--- src/lf_pkg.sv ---
// Ladner-Fischer adder definitions
package lf_pkg;

	// Default operand width, single-precision significand
	localparam int LF_WIDTH = 24;

	// Default result FIFO depth in entries
	localparam int LF_FIFO_DEPTH = 4;

	// APB address width
	localparam int APB_AW = 8;

	// Register offsets
	localparam logic [APB_AW-1:0] ADDR_OPA = 8'h00;
	localparam logic [APB_AW-1:0] ADDR_OPB = 8'h04;
	// Bit 0 carry-in, bit 1 start (self-clearing)
	localparam logic [APB_AW-1:0] ADDR_CTRL = 8'h08;
	// Read pops the head, carry-out sits above the sum
	localparam logic [APB_AW-1:0] ADDR_RESULT = 8'h0C;
	// Count in 3..0, empty 8, full 9, busy 10
	localparam logic [APB_AW-1:0] ADDR_STATUS = 8'h10;

endpackage
--- src/lf_adder_apb_top.sv ---
// APB adder accelerator top
`timescale 1ns/1ps

module lf_adder_apb_top import lf_pkg::*; #(
	parameter int WIDTH = LF_WIDTH,
	parameter int DEPTH = LF_FIFO_DEPTH
) (
	input  logic              clk,
	input  logic              reset,
	input  logic              psel,
	input  logic              penable,
	input  logic              pwrite,
	input  logic [APB_AW-1:0] paddr,
	input  logic [31:0]       pwdata,
	output logic [31:0]       prdata,
	output logic              pready,
	output logic              pslverr
);

	localparam int CW = $clog2(DEPTH + 1);

	// Launch handshake
	logic             in_valid;
	logic             in_ready;
	logic [WIDTH-1:0] in_a;
	logic [WIDTH-1:0] in_b;
	logic             in_cin;
	logic             busy;

	// FIFO write and read sides
	logic             push;
	logic [WIDTH-1:0] push_sum;
	logic             push_cout;
	logic             pop;
	logic [WIDTH-1:0] head_sum;
	logic             head_cout;
	logic [CW-1:0]    count;
	logic             empty;
	logic             full;

	apb_regs #(.WIDTH(WIDTH), .DEPTH(DEPTH)) i_apb_regs (
		.clk(clk), .reset(reset),
		.psel(psel), .penable(penable), .pwrite(pwrite),
		.paddr(paddr), .pwdata(pwdata),
		.prdata(prdata), .pready(pready), .pslverr(pslverr),
		.in_valid(in_valid), .in_a(in_a), .in_b(in_b), .in_cin(in_cin),
		.in_ready(in_ready), .pop(pop),
		.head_sum(head_sum), .head_cout(head_cout),
		.count(count), .empty(empty), .full(full), .busy(busy)
	);

	add_pipeline #(.WIDTH(WIDTH)) i_add_pipeline (
		.clk(clk), .reset(reset),
		.in_valid(in_valid), .in_a(in_a), .in_b(in_b), .in_cin(in_cin),
		.in_ready(in_ready), .busy(busy),
		.push(push), .push_sum(push_sum), .push_cout(push_cout),
		.full(full)
	);

	result_fifo #(.WIDTH(WIDTH), .DEPTH(DEPTH)) i_result_fifo (
		.clk(clk), .reset(reset),
		.push(push), .push_sum(push_sum), .push_cout(push_cout),
		.pop(pop),
		.head_sum(head_sum), .head_cout(head_cout),
		.count(count), .empty(empty), .full(full)
	);

endmodule

--- src/apb_regs.sv ---
// APB register block
`timescale 1ns/1ps

module apb_regs import lf_pkg::*; #(
	parameter int WIDTH = LF_WIDTH,
	parameter int DEPTH = LF_FIFO_DEPTH,
	localparam int CW = $clog2(DEPTH + 1)
) (
	input  logic              clk,
	input  logic              reset,
	input  logic              psel,
	input  logic              penable,
	input  logic              pwrite,
	input  logic [APB_AW-1:0] paddr,
	input  logic [31:0]       pwdata,
	output logic [31:0]       prdata,
	output logic              pready,
	output logic              pslverr,
	output logic              in_valid,
	output logic [WIDTH-1:0]  in_a,
	output logic [WIDTH-1:0]  in_b,
	output logic              in_cin,
	input  logic              in_ready,
	output logic              pop,
	input  logic [WIDTH-1:0]  head_sum,
	input  logic              head_cout,
	input  logic [CW-1:0]     count,
	input  logic              empty,
	input  logic              full,
	input  logic              busy
);

	logic             access;
	logic             complete;
	logic             read_err;
	logic [31:0]      read_data;
	logic [WIDTH-1:0] opa_q;
	logic [WIDTH-1:0] opb_q;
	logic             cin_q;

	assign access = psel && penable;

	// Start write launches straight from the access phase
	assign in_valid = access && pwrite && (paddr == ADDR_CTRL) && pwdata[1];

	// Wait states only while the pipeline refuses a launch
	assign pready = access && !(in_valid && !in_ready);
	assign complete = access && pready;

	assign in_a = opa_q;
	assign in_b = opb_q;
	// Carry-in written together with start takes effect at once
	assign in_cin = in_valid ? pwdata[0] : cin_q;

	always_ff @(posedge clk) begin
		if (reset) begin
			opa_q <= '0;
			opb_q <= '0;
			cin_q <= 1'b0;
		end else if (complete && pwrite) begin
			case (paddr)
				ADDR_OPA:  opa_q <= pwdata[WIDTH-1:0];
				ADDR_OPB:  opb_q <= pwdata[WIDTH-1:0];
				ADDR_CTRL: cin_q <= pwdata[0];
				default: ;
			endcase
		end
	end

	// Read mux and error decode
	always_comb begin
		read_data = '0;
		read_err = 1'b0;
		case (paddr)
			ADDR_OPA:  read_data[WIDTH-1:0] = opa_q;
			ADDR_OPB:  read_data[WIDTH-1:0] = opb_q;
			ADDR_CTRL: read_data[0] = cin_q;
			ADDR_RESULT: begin
				if (!pwrite) begin
					if (empty) begin
						read_err = 1'b1;
					end else begin
						read_data[WIDTH:0] = {head_cout, head_sum};
					end
				end
			end
			ADDR_STATUS: begin
				read_data[CW-1:0] = count;
				read_data[8] = empty;
				read_data[9] = full;
				read_data[10] = busy;
			end
			default: read_err = 1'b1;
		endcase
	end

	assign prdata = (access && !pwrite) ? read_data : '0;
	assign pslverr = complete && read_err;

	// Pop the head when a good RESULT read completes
	assign pop = complete && !pwrite && (paddr == ADDR_RESULT) && !empty;

endmodule

--- src/result_fifo.sv ---
// Result FIFO
`timescale 1ns/1ps

module result_fifo import lf_pkg::*; #(
	parameter int WIDTH = LF_WIDTH,
	parameter int DEPTH = LF_FIFO_DEPTH,
	localparam int CW = $clog2(DEPTH + 1),
	localparam int PW = (DEPTH > 1) ? $clog2(DEPTH) : 1
) (
	input  logic             clk,
	input  logic             reset,
	input  logic             push,
	input  logic [WIDTH-1:0] push_sum,
	input  logic             push_cout,
	input  logic             pop,
	output logic [WIDTH-1:0] head_sum,
	output logic             head_cout,
	output logic [CW-1:0]    count,
	output logic             empty,
	output logic             full
);

	logic [WIDTH:0]  mem [DEPTH];
	logic [PW-1:0]   wr_ptr;
	logic [PW-1:0]   rd_ptr;
	logic            wr_en;
	logic            rd_en;

	assign wr_en = push && !full;
	assign rd_en = pop && !empty;

	assign empty = (count == '0);
	assign full = (count == CW'(DEPTH));

	// First-word head
	assign {head_cout, head_sum} = mem[rd_ptr];

	always_ff @(posedge clk) begin
		if (wr_en)
			mem[wr_ptr] <= {push_cout, push_sum};
	end

	always_ff @(posedge clk) begin
		if (reset) begin
			wr_ptr <= '0;
			rd_ptr <= '0;
			count <= '0;
		end else begin
			if (wr_en)
				wr_ptr <= (wr_ptr == PW'(DEPTH - 1)) ? '0 : wr_ptr + 1'b1;
			if (rd_en)
				rd_ptr <= (rd_ptr == PW'(DEPTH - 1)) ? '0 : rd_ptr + 1'b1;
			// Push and pop together leave the count alone
			if (wr_en && !rd_en)
				count <= count + 1'b1;
			else if (rd_en && !wr_en)
				count <= count - 1'b1;
		end
	end

endmodule

--- src/add_pipeline.sv ---
// Two-stage adder pipeline
`timescale 1ns/1ps

module add_pipeline import lf_pkg::*; #(
	parameter int WIDTH = LF_WIDTH
) (
	input  logic             clk,
	input  logic             reset,
	input  logic             in_valid,
	input  logic [WIDTH-1:0] in_a,
	input  logic [WIDTH-1:0] in_b,
	input  logic             in_cin,
	output logic             in_ready,
	output logic             busy,
	output logic             push,
	output logic [WIDTH-1:0] push_sum,
	output logic             push_cout,
	input  logic             full
);

	logic             s1_valid;
	logic [WIDTH-1:0] s1_a;
	logic [WIDTH-1:0] s1_b;
	logic             s1_cin;
	logic             s2_valid;
	logic             s2_ready;
	logic [WIDTH-1:0] sum;
	logic             cout;

	lf_adder #(.WIDTH(WIDTH)) i_lf_adder (
		.a(s1_a),
		.b(s1_b),
		.cin(s1_cin),
		.sum(sum),
		.cout(cout)
	);

	// Stage 2 drains into the FIFO unless it is full
	assign push = s2_valid && !full;
	assign s2_ready = !s2_valid || push;
	assign in_ready = !s1_valid || s2_ready;
	assign busy = s1_valid || s2_valid;

	always_ff @(posedge clk) begin
		if (reset) begin
			s1_valid <= 1'b0;
			s2_valid <= 1'b0;
		end else begin
			if (in_ready)
				s1_valid <= in_valid;
			if (s2_ready)
				s2_valid <= s1_valid;
		end
	end

	always_ff @(posedge clk) begin
		if (in_valid && in_ready) begin
			s1_a <= in_a;
			s1_b <= in_b;
			s1_cin <= in_cin;
		end
		if (s1_valid && s2_ready) begin
			push_sum <= sum;
			push_cout <= cout;
		end
	end

endmodule

--- src/lf_adder.sv ---
// Ladner-Fischer prefix adder
`timescale 1ns/1ps

module lf_adder import lf_pkg::*; #(
	parameter int WIDTH = LF_WIDTH
) (
	input  logic [WIDTH-1:0] a,
	input  logic [WIDTH-1:0] b,
	input  logic             cin,
	output logic [WIDTH-1:0] sum,
	output logic             cout
);

	logic [WIDTH:0]   p;
	logic [WIDTH:0]   g;
	logic [WIDTH-1:0] c;

	// Carry-in rides as generate of an extra bit zero
	assign p = {a ^ b, 1'b0};
	assign g = {a & b, cin};

	ladner_fischer_tree #(.WIDTH(WIDTH)) i_tree (
		.p(p[WIDTH-1:0]),
		.g(g[WIDTH-1:0]),
		.c(c)
	);

	// c[k] is the carry into operand bit k
	assign sum = p[WIDTH:1] ^ c;
	assign cout = g[WIDTH] | (p[WIDTH] & c[WIDTH-1]);

endmodule

--- src/ladner_fischer_tree.sv ---
// Ladner-Fischer carry network
`timescale 1ns/1ps

module ladner_fischer_tree #(
	parameter int WIDTH
) (
	input  logic [WIDTH-1:0] p,
	input  logic [WIDTH-1:0] g,
	output logic [WIDTH-1:0] c
);

	// Doubling stages over the odd positions after pairing
	localparam int STAGES = (WIDTH > 2) ? $clog2(WIDTH) - 1 : 0;

	wire [WIDTH-1:0] gs [STAGES+1];
	wire [WIDTH-1:0] ps [STAGES+1];

	genvar i, s;
	generate
		// Pair each odd bit with the even bit below it
		for (i = 0; i < WIDTH; i++) begin : g_pair
			if (i % 2 == 0) begin : g_pass
				assign gs[0][i] = g[i];
				assign ps[0][i] = p[i];
			end else if (i == 1) begin : g_grey
				assign gs[0][i] = g[i] | (p[i] & g[i-1]);
				assign ps[0][i] = 1'b0;
			end else begin : g_black
				assign gs[0][i] = g[i] | (p[i] & g[i-1]);
				assign ps[0][i] = p[i] & p[i-1];
			end
		end

		// Odd bits in the upper half of each block join its lower half
		for (s = 1; s <= STAGES; s++) begin : g_stage
			for (i = 0; i < WIDTH; i++) begin : g_bit
				localparam int lo_bit = ((i >> s) << s) - 1;
				if (i % 2 == 0 || ((i >> s) & 1) == 0) begin : g_pass
					assign gs[s][i] = gs[s-1][i];
					assign ps[s][i] = ps[s-1][i];
				end else if ((i >> (s + 1)) == 0) begin : g_grey
					// Group now reaches bit 0, propagate no longer needed
					assign gs[s][i] = gs[s-1][i] | (ps[s-1][i] & gs[s-1][lo_bit]);
					assign ps[s][i] = 1'b0;
				end else begin : g_black
					assign gs[s][i] = gs[s-1][i] | (ps[s-1][i] & gs[s-1][lo_bit]);
					assign ps[s][i] = ps[s-1][i] & ps[s-1][lo_bit];
				end
			end
		end

		// Even positions finish with one grey cell, c[k] = G[k:0]
		for (i = 0; i < WIDTH; i++) begin : g_carry
			if (i % 2 == 1 || i == 0) begin : g_direct
				assign c[i] = gs[STAGES][i];
			end else begin : g_grey
				assign c[i] = gs[STAGES][i] | (ps[STAGES][i] & c[i-1]);
			end
		end
	endgenerate

endmodule

--- config.mk ---
export PLATFORM = sky130hd
export DESIGN_NAME = lf_adder_apb_top
export DESIGN_NICKNAME = d
export VERILOG_FILES = /design/src/lf_pkg.sv /design/src/lf_adder_apb_top.sv /design/src/apb_regs.sv /design/src/result_fifo.sv /design/src/add_pipeline.sv /design/src/lf_adder.sv /design/src/ladner_fischer_tree.sv
export SDC_FILE = /design/constraint.sdc
export NUM_CORES = 1
export LEC_CHECK = 0
export BUFFER_PORTS_ARGS = -buffer_cell sky130_fd_sc_hd__buf_2
export CAP_MARGIN = 10
export CORE_UTILIZATION = 54
export DETAILED_ROUTE_END_ITERATION = 10
export GPL_ROUTABILITY_DRIVEN = 0
export PLACE_DENSITY_LB_ADDON = 0.25
export SLEW_MARGIN = 20
export SYNTH_ARGS = -nofsm -noshare
export SYNTH_HDL_FRONTEND = slang
export SYNTH_HIERARCHICAL = 1
export SYNTH_SLANG_ARGS = --single-unit
--- constraint.sdc ---
create_clock -name clk -period 3.3 [get_ports clk]
set_input_delay 0.495 -clock clk [delete_from_list [all_inputs] [get_ports clk]]
set_output_delay 0.495 -clock clk [all_outputs]
set_load 0.01 [all_outputs]
==> impl_metrics.yaml <==
outcome:
  status: "finished with violations"
  violations: "design-rule violations"
clock_tree:
  h-tree-depth: 1
  cts_buffers: 23
  clockRootBuffer: "clkbuf_16"
  cts_buffer_depth: 3
  clkLatencyLatePin_ns: 0.49
  cts_resized: 0
  clock_sinks: 234
  post_cts_buffers: 0
  cts.reportedPaths.clkPinSlew_ns: 0.06
  tritoncts: "yes"
  cts_hold_buf: 0
critical_path:
  start_kind: "flop"
  worstSetupPathType: "reg -> reg"
  crit_arrival_ns: 3.50
  required_ns: 3.72
  cp_max_fo: 7
  endpoint_kind: "flop"
logic_synthesis:
  ys_warn_count: 6
  synthCells: 667
  synthesis.area_um2: 10000
  avgSynthCellArea_um2: 15.0
sta:
  finalHoldViolations: 0
  rsz0062_at_grt: "no"
  finalSetupTns_ns: 0
  finClkSkew_ns: 0.00829
  relSlewSlack_pct: 52.0
  slew_violations: 0
  fmax_mhz: 324
  layout_min_cycle_time_ns: 3.08
  worstMarginPinSlew_ns: 0.715
  finalSetupViolCount: 0
  post-route-period-util_pct: 93.4
global_routing:
  grt_overflow: 0
  grt_use_total_pct: 21.7
  antenna_found_initial: 1
  grt_max_degree: 34
  grt_pass1_wl_um: 31900
  grt_pass1_vias: 5941
drt:
  drc: 8
  initialDrtViolationCount: 439
  drtPass1Iterations: 8
  drt-total-wl_um: 20300
  avgViaCountPerCell: 5.83
  avgRoutedWirePerCell_um: 20.5
  ant_nets: 0
  num_vias: 5790
hold_path:
  hold_class: "in -> reg"
floorplanning:
  start_util_pct: 55.5
  die-area_um2: 19100
  die_x_um: 138
  io_pins: 79
  core_area_um2: 18100
  die_h_um: 138
  num_rows: 49
pwr:
  max-vdd-ir-drop_mv: 0.462
  p_leak_nw: 4.69
  power.density_nw_per_um2: 509
placed_design:
  place_area_um2: 10600
  dp_cells: 950
  dp_hpwl_um: 14000
  io_buffer_count: 63
flow_run:
  drv_cap: 0
layout:
  area_delta_synth_final_pct: 13.5
  drive_gt1_share_pct: 22.2
  final_cell_mix: "174 x edfxtp_1, 82 x nor2_1, 70 x mux2i_1"
  final_common_cell: "edfxtp_1"
  fin_cells: 993
  nFillCells: 1296
  nets: 822
  stdcell_area_um2: 11400
[flip-flops by register name (all words and copies together) (netlist names), named ones only]
signal,flops
i_result_fifo/mem,100
i_result_fifo/wr_ptr,2
i_add_pipeline/s1_valid,1
i_add_pipeline/s2_valid,1
i_result_fifo/rd_ptr,2
i_apb_regs/cin_q,1
i_result_fifo/count,3
i_add_pipeline/s1_b,24
i_add_pipeline/push_sum,24
i_add_pipeline/push_cout,1
i_apb_regs/in_b,24
i_apb_regs/in_a,24
i_add_pipeline/s1_a,24
i_add_pipeline/s1_cin,1
[layout make-up]
class / count / area, um^2 / share of cell area [%]
multi-input combinational: 395 / 3380 / 29.6
inverter: 6 / 27.5 / 0.242
tap: 229 / 287 / 2.52
clock inverter: 10 / 119 / 1.04
sequential: 234 / 6430 / 56.4
clock buffer: 31 / 636 / 5.58
antenna: 2 / 5.00 / 0.0439
timing repair buffer: 86 / 513 / 4.50
[metal layers]
| metal | wire length (um) | share of wire [%] | global-route usage [%] |
|---|---|---|---|
| met4 | 573 | 2.8 | 7.51 |
| met3 | 1050 | 5.2 | 3.19 |
| met2 | 10100 | 49 | 37.1 |
| met1 | 8670 | 43 | 28.4 |
| met5 | 0 | 0 | 0 |
[worst paths after layout]
path	startpoint	end	slack [ns]	cells after the start
max	i_result_fifo/count[0]	i_result_fifo/count[2]	0.22	13
min	pwdata[15]	i_apb_regs/in_a[15]	0.26	3
max reg2reg	i_result_fifo/count[0]	i_result_fifo/count[2]	0.22	13
min reg2reg	i_apb_regs/in_a[2]	i_add_pipeline/s1_a[2]	0.45	0
[per-stage QoR]
stage	util, %	setup WS, ns	hold slack [ns]	total power, mW
after floorplan	-	0.00264	0.423	3.23
after global placement	58.8	0.0728	0.437	3.26
after detailed placement	58.8	-0.0318	0.442	3.27
after CTS	63.0	0.204	0.245	5.84
after global routing	63.0	0.0547	0.248	5.96
final	63.0	0.217	0.258	5.80
[report_power, final]
part	switching (mW)	total, mW	internal, mW
Sequential	0.000209	3.12	3.12
Combinational	0.0540	0.0854	0.0314
Clock	1.02	2.60	1.58
[critical path, stage by stage, from the launching register on]
cell,delay (ns)
dfxtp_1,0.30
or3b_1,0.50
clkinv_4,0.08
nand3_2,0.08
nor2b_1,0.20
a21oi_1,0.13
and2_1,0.19
o31ai_2,0.10
ha_1,0.26
inv_1,0.06
fa_1,0.37
xor2_1,0.18
or3_2,0.41
a21oi_1,0.14
(Power assumes the default switching activity.)
